File: src/hw/sifhParamsPkg.sv
package sifhParamsPkg;

    // timestamp width delivered by the TDC
    localparam int TIME_BITS = 10;
    // largest code a timestamp can hold
    localparam int TIME_MAX = (1 << TIME_BITS) - 1;

    // frame layout
    // pixels are sent one after the other, never interleaved
    localparam int PIXEL_NUM = 3;
    localparam int SAMPLES_PER_PIXEL = 4;

    // histogram geometry
    // bin width is a power of two so binning is a plain shift
    localparam int BIN_SHIFT = 7;
    localparam int BIN_WIDTH = 1 << BIN_SHIFT;
    // eight aligned bins cover the range, the ninth only fills when shifted
    localparam int BIN_NUM = 9;
    // offset of the shifted histogram, half a bin
    localparam int HALF_BIN = BIN_WIDTH / 2;

    // arrival time of one photon
    typedef logic [TIME_BITS-1:0] timestamp_t;

    // index into one pixel's bins
    typedef logic [$clog2(BIN_NUM)-1:0] binIdx_t;

    // hits per bin, wide enough for a whole pixel landing in one bin
    typedef logic [$clog2(SAMPLES_PER_PIXEL):0] binCount_t;

    // pixel within the row
    typedef logic [$clog2(PIXEL_NUM)-1:0] pixelIdx_t;

    // sample within one pixel's burst
    typedef logic [$clog2(SAMPLES_PER_PIXEL)-1:0] sampleIdx_t;

endpackage

File: src/hw/sifhBusPkg.sv
package sifhBusPkg;

    import sifhParamsPkg::*;

    // one accepted timestamp on its way to the histograms
    // valid marks the single cycle in which it is counted
    typedef struct packed {
        logic       valid;
        pixelIdx_t  pixel;
        timestamp_t stamp;
    } taggedSample_t;

    // winning bin of one pixel
    // count is kept so the resolver can weigh the two histograms
    typedef struct packed {
        binIdx_t   bin;
        binCount_t count;
    } binWinner_t;

    // winners of the whole row, element p belongs to pixel p
    typedef binWinner_t [PIXEL_NUM-1:0] winnerSet_t;

    // resolved peak time per pixel
    typedef timestamp_t [PIXEL_NUM-1:0] peakSet_t;

endpackage

File: src/hw/binHistogram.sv
`timescale 1ns/10ps

module binHistogram
    import sifhParamsPkg::*;
    import sifhBusPkg::*;
#(
    // 0 for the aligned histogram, HALF_BIN for the shifted one
    parameter int BIN_OFFSET = 0
)
(
    input  logic          clk,
    input  logic          arstN,
    input  taggedSample_t sample,
    input  logic          frameEnd,
    output winnerSet_t    winners
);

    // timestamp plus offset needs one extra bit
    typedef logic [TIME_BITS:0] wideTime_t;

    wideTime_t  offsetTime;
    binIdx_t    hitBin;
    winnerSet_t winnersNext;

    // per pixel bin counters
    binCount_t binCnt     [PIXEL_NUM][BIN_NUM];
    binCount_t binCntNext [PIXEL_NUM][BIN_NUM];

    // move the bin edges down by the offset, then take the bin number
    assign offsetTime = {1'b0, sample.stamp} + wideTime_t'(BIN_OFFSET);
    assign hitBin     = binIdx_t'(offsetTime >> BIN_SHIFT);

    // counts as they will be after this edge
    always_comb begin
        for (int p = 0; p < PIXEL_NUM; p++) begin
            for (int b = 0; b < BIN_NUM; b++) begin
                binCntNext[p][b] = binCnt[p][b];
                if (sample.valid && sample.pixel == pixelIdx_t'(p) &&
                    hitBin == binIdx_t'(b)) begin
                    // saturate instead of wrapping
                    if (binCnt[p][b] != '1) begin
                        binCntNext[p][b] = binCnt[p][b] + 1'b1;
                    end
                end
            end
        end
    end

    // winner search per pixel on the next-state counts,
    // so the last sample of the frame is seen at frame end
    always_comb begin
        binWinner_t best;
        winnersNext = '0;
        for (int p = 0; p < PIXEL_NUM; p++) begin
            best.bin   = '0;
            best.count = binCntNext[p][0];
            for (int b = 1; b < BIN_NUM; b++) begin
                // strictly greater keeps the lowest index on ties
                if (binCntNext[p][b] > best.count) begin
                    best.bin   = binIdx_t'(b);
                    best.count = binCntNext[p][b];
                end
            end
            winnersNext[p] = best;
        end
    end

    always_ff @(posedge clk or negedge arstN) begin
        if (!arstN) begin
            winners <= '0;
            for (int p = 0; p < PIXEL_NUM; p++) begin
                for (int b = 0; b < BIN_NUM; b++) begin
                    binCnt[p][b] <= '0;
                end
            end
        end else if (frameEnd) begin
            // latch the row and start the next frame from empty bins
            winners <= winnersNext;
            for (int p = 0; p < PIXEL_NUM; p++) begin
                for (int b = 0; b < BIN_NUM; b++) begin
                    binCnt[p][b] <= '0;
                end
            end
        end else begin
            binCnt <= binCntNext;
        end
    end

    // aligned bins stop below 1024, so bin 8 must stay empty
    generate
        if (BIN_OFFSET == 0) begin : gAlignedCheck
            for (genvar p = 0; p < PIXEL_NUM; p++) begin : gPixel
                topBinEmpty: assert property (@(posedge clk) disable iff (!arstN)
                    binCnt[p][BIN_NUM-1] == '0);
            end
        end
    endgenerate

endmodule

File: src/hw/peakResolver.sv
`timescale 1ns/10ps

module peakResolver
    import sifhParamsPkg::*;
    import sifhBusPkg::*;
(
    input  logic       clk,
    input  logic       arstN,
    input  logic       frameEnd,
    input  winnerSet_t aligned,
    input  winnerSet_t shifted,
    output peakSet_t   peakResult,
    output logic       peakValid
);

    typedef logic [TIME_BITS:0] wideTime_t;

    // frame end delayed until the histogram winners are settled
    logic frameEndDly;

    // first stage holds which histogram won and its bin
    logic                 choiceValid;
    logic [PIXEL_NUM-1:0] useShifted;
    binIdx_t              selBin [PIXEL_NUM];

    peakSet_t peakNext;

    always_ff @(posedge clk or negedge arstN) begin
        if (!arstN) begin
            frameEndDly <= 1'b0;
            choiceValid <= 1'b0;
        end else begin
            frameEndDly <= frameEnd;
            choiceValid <= frameEndDly;
        end
    end

    // compare counts per pixel
    // aligned wins ties, the shifted bin only helps on a clear gain
    always_ff @(posedge clk) begin
        if (frameEndDly) begin
            for (int p = 0; p < PIXEL_NUM; p++) begin
                useShifted[p] <= shifted[p].count > aligned[p].count;
                selBin[p]     <= (shifted[p].count > aligned[p].count) ?
                                 shifted[p].bin : aligned[p].bin;
            end
        end
    end

    // turn the chosen bin into a time
    always_comb begin
        wideTime_t wide;
        for (int p = 0; p < PIXEL_NUM; p++) begin
            if (useShifted[p]) begin
                // shifted bin n is centred on n*128
                wide = wideTime_t'(selBin[p]) << BIN_SHIFT;
            end else begin
                // aligned bin centre
                wide = (wideTime_t'(selBin[p]) << BIN_SHIFT) + wideTime_t'(HALF_BIN);
            end
            // shifted bin 8 would land at 1024
            if (wide > wideTime_t'(TIME_MAX)) begin
                wide = wideTime_t'(TIME_MAX);
            end
            peakNext[p] = timestamp_t'(wide);
        end
    end

    always_ff @(posedge clk or negedge arstN) begin
        if (!arstN) begin
            peakResult <= '0;
            peakValid  <= 1'b0;
        end else begin
            peakValid <= choiceValid;
            if (choiceValid) begin
                peakResult <= peakNext;
            end
        end
    end

    // one frame end upstream gives one single-cycle pulse here
    validIsPulse: assert property (@(posedge clk) disable iff (!arstN)
        peakValid |=> !peakValid);

endmodule

File: src/hw/sampleSequencer.sv
`timescale 1ns/10ps

module sampleSequencer
    import sifhParamsPkg::*;
    import sifhBusPkg::*;
(
    input  logic          clk,
    input  logic          arstN,
    input  logic          wrEn,
    input  timestamp_t    data,
    output taggedSample_t sample,
    output logic          frameEnd
);

    // IDLE waits for a frame, COLLECT runs through the first pixels,
    // LAST holds the final pixel of the row
    typedef enum logic [1:0] {
        IDLE,
        COLLECT,
        LAST
    } seqState_t;

    seqState_t  state;
    seqState_t  stateNext;
    pixelIdx_t  pixelCnt;
    sampleIdx_t sampleCnt;
    logic       pixelDone;
    logic       frameDone;

    // registered copy of the tagged sample
    logic       sampleValid;
    pixelIdx_t  samplePixel;
    timestamp_t sampleStamp;

    // strobe carrying the last sample of the current pixel
    assign pixelDone = wrEn && (sampleCnt == sampleIdx_t'(SAMPLES_PER_PIXEL - 1));
    // and the last sample of the frame
    assign frameDone = pixelDone && (state == LAST);

    always_comb begin
        stateNext = state;
        case (state)
            IDLE: begin
                // first strobe opens a frame
                if (wrEn) begin
                    stateNext = COLLECT;
                end
            end
            COLLECT: begin
                // step into the final pixel
                if (pixelDone && pixelCnt == pixelIdx_t'(PIXEL_NUM - 2)) begin
                    stateNext = LAST;
                end
            end
            LAST: begin
                if (pixelDone) begin
                    stateNext = IDLE;
                end
            end
            default: stateNext = IDLE;
        endcase
    end

    always_ff @(posedge clk or negedge arstN) begin
        if (!arstN) begin
            state       <= IDLE;
            pixelCnt    <= '0;
            sampleCnt   <= '0;
            sampleValid <= 1'b0;
            frameEnd    <= 1'b0;
        end else begin
            state       <= stateNext;
            sampleValid <= wrEn;
            // frame end rides along with the twelfth sample
            frameEnd    <= frameDone;
            if (wrEn) begin
                if (pixelDone) begin
                    sampleCnt <= '0;
                    // wrap back to pixel 0 after the row
                    pixelCnt  <= frameDone ? '0 : pixelCnt + 1'b1;
                end else begin
                    sampleCnt <= sampleCnt + 1'b1;
                end
            end
        end
    end

    // payload only moves on a strobe
    always_ff @(posedge clk) begin
        if (wrEn) begin
            samplePixel <= pixelCnt;
            sampleStamp <= data;
        end
    end

    assign sample = '{valid: sampleValid, pixel: samplePixel, stamp: sampleStamp};

    // tag handed to the histograms stays within the row
    pixelInRange: assert property (@(posedge clk) disable iff (!arstN)
        sample.valid |-> sample.pixel <= pixelIdx_t'(PIXEL_NUM - 1));

    // frame end only comes with a sample of the last pixel
    frameEndOnLast: assert property (@(posedge clk) disable iff (!arstN)
        frameEnd |-> sample.valid && sample.pixel == pixelIdx_t'(PIXEL_NUM - 1));

endmodule

File: src/hw/sifhTop.sv
`timescale 1ns/10ps

module sifhTop
    import sifhParamsPkg::*;
    import sifhBusPkg::*;
(
    input  logic       clk,
    input  logic       arstN,
    input  logic       wrEn,
    input  timestamp_t data,
    output peakSet_t   peakResult,
    output logic       peakValid
);

    // tagged stream feeding both histograms
    taggedSample_t sample;
    logic          frameEnd;

    // latched winners per histogram
    winnerSet_t alignedWin;
    winnerSet_t shiftedWin;

    sampleSequencer sampleSequencer_inst (
        .clk      (clk),
        .arstN    (arstN),
        .wrEn     (wrEn),
        .data     (data),
        .sample   (sample),
        .frameEnd (frameEnd)
    );

    // bins on 128 code edges
    binHistogram #(
        .BIN_OFFSET (0)
    ) alignedHist (
        .clk      (clk),
        .arstN    (arstN),
        .sample   (sample),
        .frameEnd (frameEnd),
        .winners  (alignedWin)
    );

    // same bins moved by half a bin, catches peaks across an aligned edge
    binHistogram #(
        .BIN_OFFSET (HALF_BIN)
    ) shiftedHist (
        .clk      (clk),
        .arstN    (arstN),
        .sample   (sample),
        .frameEnd (frameEnd),
        .winners  (shiftedWin)
    );

    peakResolver peakResolver_inst (
        .clk        (clk),
        .arstN      (arstN),
        .frameEnd   (frameEnd),
        .aligned    (alignedWin),
        .shifted    (shiftedWin),
        .peakResult (peakResult),
        .peakValid  (peakValid)
    );

endmodule

File: config.mk
export PLATFORM = sky130hd
export DESIGN_NAME = sifhTop
export DESIGN_NICKNAME = d
export VERILOG_FILES = /design/src/hw/sifhParamsPkg.sv /design/src/hw/sifhBusPkg.sv /design/src/hw/binHistogram.sv /design/src/hw/peakResolver.sv /design/src/hw/sampleSequencer.sv /design/src/hw/sifhTop.sv
export SDC_FILE = /design/constraint.sdc
export NUM_CORES = 1
export LEC_CHECK = 0
export ABC_AREA = 1
export BUFFER_PORTS_ARGS = -buffer_cell sky130_fd_sc_hd__buf_2
export CELL_PAD_IN_SITES_DETAIL_PLACEMENT = 1
export CELL_PAD_IN_SITES_GLOBAL_PLACEMENT = 1
export CORE_ASPECT_RATIO = 0.7
export CORE_MARGIN = 2
export CORE_UTILIZATION = 42
export DETAILED_ROUTE_END_ITERATION = 8
export GPL_TIMING_DRIVEN = 1
export PLACE_DENSITY = 0.8
export SYNTH_ARGS = -nofsm -noshare
export SYNTH_HDL_FRONTEND = slang
export SYNTH_SLANG_ARGS = --single-unit
File: constraint.sdc
create_clock -name clk -period 20.9 [get_ports clk]
set_input_delay 1.045 -clock clk [delete_from_list [all_inputs] [get_ports clk]]
set_output_delay 1.045 -clock clk [all_outputs]
set_load 0.005 [all_outputs]
### Word-level counts from Yosys, hierarchy flattened

Memories as Yosys holds them, arrays and structs flattened.
Cells that the tools add are included.

| storage, ports and cells | value |
|---|---|
| memories kept | 1 |
| output and inout port bits | 31 |
| bits in registers | 260 |
| bits in writable memories | 12 |

| operators by class | value |
|---|---|
| add/sub/neg operators | 57 |
| magnitude comparators | 54 |
| equal/unequal tests | 75 |
| mux-type cells | 169 |
| reduce and logical (&&, ||, !) cells | 63 |

Memory list:

| memory | depth | bits a word | read ports | clocked after Yosys merged registers in | write ports | line | source |
|---|---|---|---|---|---|---|---|
| peakResolver_inst.selBin | 3 | 4 | 3 | 0 | 3 | peakResolver.sv:24 | `binIdx_t selBin [PIXEL_NUM];` |

Operators by type and width:

| operator | count |
|---|---|
| $mux 3 | 102 |
| $mux 81 | 2 |
| $add 3x1->3 const B | 51 |
| $gt 3x3->1 | 51 |
| $ne 3x3->1 const B | 51 |
| $mux 6 | 24 |
| $mux 5 | 12 |
| $logic_and 1x1->1 | 57 |
| $mux 7 | 6 |
| $mux 4 | 9 |
| $add 11x7->11 const B | 3 |
| $gt 11x10->1 const B | 3 |
| $mux 11 | 3 |
| $mux 10 | 3 |
| $eq 4x3->1 const B | 4 |
| $eq 3x3->1 const B | 4 |
| $add 10x7->11 const B | 1 |
| $mux 2 | 5 |
| $eq 4x2->1 const B | 2 |
| $logic_not 4->1 | 2 |
| $eq 2x1->1 const B | 3 |
| $eq 2x2->1 const B | 3 |
| $eq 3x2->1 const B | 2 |
| $pmux 2 s3 | 1 |
| other kinds (10) | 14 |

### Depth between registers and ports, before layout

| depth | value |
|---|---|
| depth after elaboration | 20 |
| gate-level depth with buffers | 78 |

### By module

A second synthesis with hierarchy kept.

| unflattened totals | value |
|---|---|
| cell total of the unflattened synthesis | 2073 |
| area total of the unflattened synthesis | 17056.4 µm² |

By module, submodules not included:

| module | times used | area an instance (µm²) | cells each |
|---|---|---|---|
| binHistogram at shiftedHist | 1 | 7937.6 | 973 |
| binHistogram at alignedHist | 1 | 6792.8 | 880 |
| peakResolver | 1 | 1610.3 | 168 |
| sampleSequencer | 1 | 715.7 | 52 |

### Worst setup path before layout

Ideal clock, no wire load.

| timing | value |
|---|---|
| path kind | register to register |
| start | reg sampleSequencer_inst.sampleStamp[7] |
| end | reg shiftedHist.winners[8] (netlist bit) |
| buffers on the path | 0 |
| slack | 11.087 ns |
| arrival | 9.748 ns |
| clock period less this slack | 9.813 ns |
| cell stages (with the launch flop) | 66 |
| cells stage by stage | edfxtp_1 -> ha_1 -> nand2_1 -> nand2_2 -> inv_1 -> nand2_1 -> nor2_4 -> nand2_4 -> nor2_4 -> mux2i_1 -> inv_1 -> ha_1 -> nand2_1 -> o21ai_0 -> inv_1 -> a31oi_1 -> o21ai_0 -> ha_1 -> [30 not listed] -> o21ai_0 -> inv_1 -> a31oi_1 -> inv_1 -> or2_2 -> nand2_1 -> ha_1 -> a31oi_1 -> inv_1 -> nand3_1 -> nand2_1 -> ha_1 -> nand3b_1 -> a32oi_1 -> nand2_1 -> o21ai_0 -> inv_1 -> nand2_1 |

| between the ends | value |
|---|---|
| word-level cells in the longest chain between the ends | 20 |
| elaborated cells between the ends (all ways) | 44 |
| classes of those cells | add/sub (1); order compare (8); eq/ne (8); mux (17); reduce/logical (10) |

RTL lines:

| element | line | source |
|---|---|---|
| start: declaration | sampleSequencer.sv:33 | `timestamp_t sampleStamp;` |
| start signal: assignment | sampleSequencer.sv:92 | `sampleStamp <= data;` |
| $add 10x7->11 (*) | binHistogram.sv:30 | `assign offsetTime = {1'b0, sample.stamp} + wideTime_t'(BIN_OFFSET);` |
| $eq 4x1->1 / $logic_not 4->1 (equally long branches) | binHistogram.sv:39 | `hitBin == binIdx_t'(b)) begin` |
| $logic_and 1x1->1 | binHistogram.sv:38 | `if (sample.valid && sample.pixel == pixelIdx_t'(p) &&` |
| $mux 3 | binHistogram.sv:38 |  |
| $gt 3x3->1 | binHistogram.sv:59 | `if (binCntNext[p][b] > best.count) begin` |
| $mux 4 | binHistogram.sv:59 |  |
| $gt 3x3->1 | binHistogram.sv:59 |  |
| $mux 5 | binHistogram.sv:59 |  |
| [4 not listed] | - |  |
| $gt 3x3->1 | binHistogram.sv:59 |  |
| $mux 6 | binHistogram.sv:59 |  |
| $gt 3x3->1 | binHistogram.sv:59 |  |
| $mux 6 | binHistogram.sv:59 |  |
| $gt 3x3->1 | binHistogram.sv:59 |  |
| $mux 6 | binHistogram.sv:59 |  |
| $gt 3x3->1 | binHistogram.sv:59 |  |
| $mux 7 (*) | binHistogram.sv:59 |  |
| end signal: assignment | binHistogram.sv:78 | `winners <= winnersNext;` |
| end: declaration | binHistogram.sv:15 | `output winnerSet_t winners` |

Mark *: on every way between the ends. The rest lies on a longest branch, timed or not.
A chain may end at the register's enable or synchronous reset.

### Worst setup path after layout

Ends and elaborated chain as after synthesis.

==> results.yml <==
setup_path:
  cp_common_cell: "nand2_1"
  cp_max_fo: 8
  cp-end-kind: "flop"
  slowest_delay_ns: 0.57
  cp-start-kind: "flop"
  critPathSlowestCell: "edfxtp_1"
  worstPathArrival_ns: 12.73
  cp_num_buf_inv: 16
  cp_top_family: "compound AO/OA/AOI/OAI gates"
  critPathRequiredTime_ns: 21.39
  critical_path_class: "flop to flop"
logic_synthesis:
  synth_top_family_by_area: "simple AND/OR/NAND/NOR gates"
  syn_nets: 2158
  synth_compound_area_share_pct: 14.3
  yosys-top-cells-area: "dfrtp_1 34%, ha_1 15%, nand2_1 7.2%, inv_1 6.4%, nor2_1 5.4%"
  synth.mux.area_fraction_pct: 3.15
  synth.yosys.seq_area_share_pct: 37.8
  syn_area_um2: 16300
  yosys.area_share.xor_xnor_pct: 2.88
  synth.top_cell.area_share_pct: 33.9
  synth.ff_latch_count: 242
  yosys.area.top_type: "dfrtp_1"
  ys_types: 55
  synthAdderAreaFrac_pct: 15.1
  synth-simple-area-share_pct: 18.5
  ys_warn_count: 0
  synthCells: 1948
  avgSynthCellArea_um2: 8.38
placed_design:
  numPortBuffers: 37
  hpwl_um: 31500
  place_congestion: 0.800
grt:
  grt_pass1_vias: 14500
  grt_max_degree: 92
  grt_pass1_wl_um: 70700
  grt_remaining_overflow: 0
  grt_usage_pct: 21.3
  antenna_found_initial: 0
floorplanning:
  dieArea_um2: 40500
  die_h_um: 169
  coreArea_um2: 38400
  rows: 60
  start_util_pct: 42.5
  die_w_um: 240
  boundaryPins: 44
status:
  outcome: "completed"
cts:
  cts_max_path_buffers: 3
  post_cts_resized: 0
  cts_setup_buffers: 0
  cts_root_buf: "clkbuf_16"
  cts_tree: "yes"
  cts_buffers: 27
  cts_hold_buf: 0
  cts.clk_slew.worst_paths_ns: 0.06
  cts-htree-levels: 1
  insertion_delay_ns: 0.56
  clkSinkCount: 242
routing:
  via_count: 13300
  wirelength_um: 41600
  wire_per_inst_um: 16.5
  ant_nets: 0
  drc: 0
  drt_iter0_drc: 565
  vias_per_cell: 5.27
  first_pass_iters: 4
timing:
  timing.setup.tns_ns: 0
  hold_violations: 0
  setup_viol: 0
  drv_slew: 0
  worst_pin_slew_ns: 0.965
  finalClockSkew_ns: 0.0129
  fmax_ghz: 0.0817
  finalCritPeriodShare_pct: 58.6
  finalCriticalPeriod_ns: 12.24
  relSlewSlack_pct: 35.2
  rsz0062_at_grt: "false"
layout:
  antenna_cells: 0
  drive_gt1_share_pct: 10.8
  final_cell_mix: "315 x nand2_1, 278 x inv_1, 236 x nor2_1, 220 x dfrtp_1, 197 x ha_1"
  final_common_cell: "nand2_1"
  num-fill-cells: 4565
  area_growth_pct: 9.78
  nets: 2184
  multi_input_area_um2: 8810
  regArea_um2: 6160
flow_run:
  max_cap_viol_count: 0
min_path:
  hp-class: "flop to flop"
-- synth_stat cells (all sizes together) --
cell	number
o211ai	5
a211oi	35
a21o	1
nand2	332
a31oi	53
o21ai	153
o21a	2
or2	10
nor3b	3
xor2	11
o22ai	14
and2	17
a31o	4
nand3b	3
buf	20
mux2	1
inv	288
edfxtp	21
a21oi	110
mux2i	49
clkbuf	28
nor2	248
xnor2	40
o21bai	2
ha	197
a32oi	1
nand4	3
nand3	59
nor3	15
a22oi	2
dfrtp	221
-- state kept, by name, indices dropped and copies added, names as in the netlist, 2 cells and up --
name and flops:
sampleSequencer_inst.samplePixel 2, sampleSequencer_inst.state 2, peakResolver_inst.selBin 12, peakResolver_inst.peakResult 15
alignedHist.winners 21, sampleSequencer_inst.sampleCnt 2, shiftedHist.winners 21, alignedHist.binCnt 72
peakResolver_inst.useShifted 3, shiftedHist.binCnt 81, sampleSequencer_inst.pixelCnt 2, sampleSequencer_inst.sampleStamp 4
-- layout make-up --
cell class	instances	share of cell area, %
Sequential cell	242	34.4
Clock buffer	38	4.34
Inverter	288	6.05
Tap cell	527	3.68
Clock inverter	11	0.901
Timing Repair Buffer	45	1.42
Multi-Input combinational cell	1370	49.2
-- final timing paths --
kind / from / endpoint / slack [ns] / cells after the start
max reg2reg: sampleSequencer_inst.sampleStamp[7]$_DFFE_PP_ / shiftedHist.winners[8]$_DFFE_PN0P_ / 8.66 / 72
min reg2reg: sampleSequencer_inst.pixelCnt[1]$_DFFE_PN0P_ / sampleSequencer_inst.samplePixel[1]$_DFFE_PP_ / 0.45 / 0
max: sampleSequencer_inst.sampleStamp[7]$_DFFE_PP_ / shiftedHist.winners[8]$_DFFE_PN0P_ / 8.66 / 72
min in group asynchronous: arstN / alignedHist.binCnt[17]$_DFF_PN0_ / 0.51 / 1
min: sampleSequencer_inst.pixelCnt[1]$_DFFE_PN0P_ / sampleSequencer_inst.samplePixel[1]$_DFFE_PP_ / 0.45 / 0
max in group asynchronous: arstN / shiftedHist.winners[0]$_DFFE_PN0P_ / 18.90 / 2
-- cell families after synthesis --
group,after synthesis
AO/OA/AOI/OAI,382
XOR/XNOR,51
adder cells (fa/ha/maj),197
buffers and inverters,336
flip-flops,242
multiplexers,50
AND/OR/NAND/NOR,690
-- layer usage --
metal  share of wire (%)  vias up  global-route usage (%)
met4                 1.8        0                    3.89
met3                 2.1       51                    2.48
met2                  49       90                    38.0
met5                   0        -                       0
met1                  47     6647                    28.0
li1                    -     6496                       -
-- metrics by stage --
step                      hold slack, ns  cell area, um2  std cells  util (%)  worst slack (ns)
after floorplan                    0.352           16300       1948         -             11.09
final                              0.455           17900       2521      46.7              8.66
after CTS                          0.462           17900       2521      46.7              8.72
after detailed placement           0.447           17000       2472      44.2              9.06
after global routing               0.468           17900       2521      46.7              7.37
after global placement             0.407           17000       2472      44.2              9.73
-- worst reg2reg max path, delay by kind of cell, from the launching register on --
kind	cells	cell delay, ns
compound gates	18	3.77
fa+ha+maj	9	2.69
buf+inv	16	1.72
flops	1	0.57
mux	1	0.34
simple gates	28	3.10
Power is not shown: default switching activity piles up to over one toggle a cycle in this logic, so the estimate is an artifact.
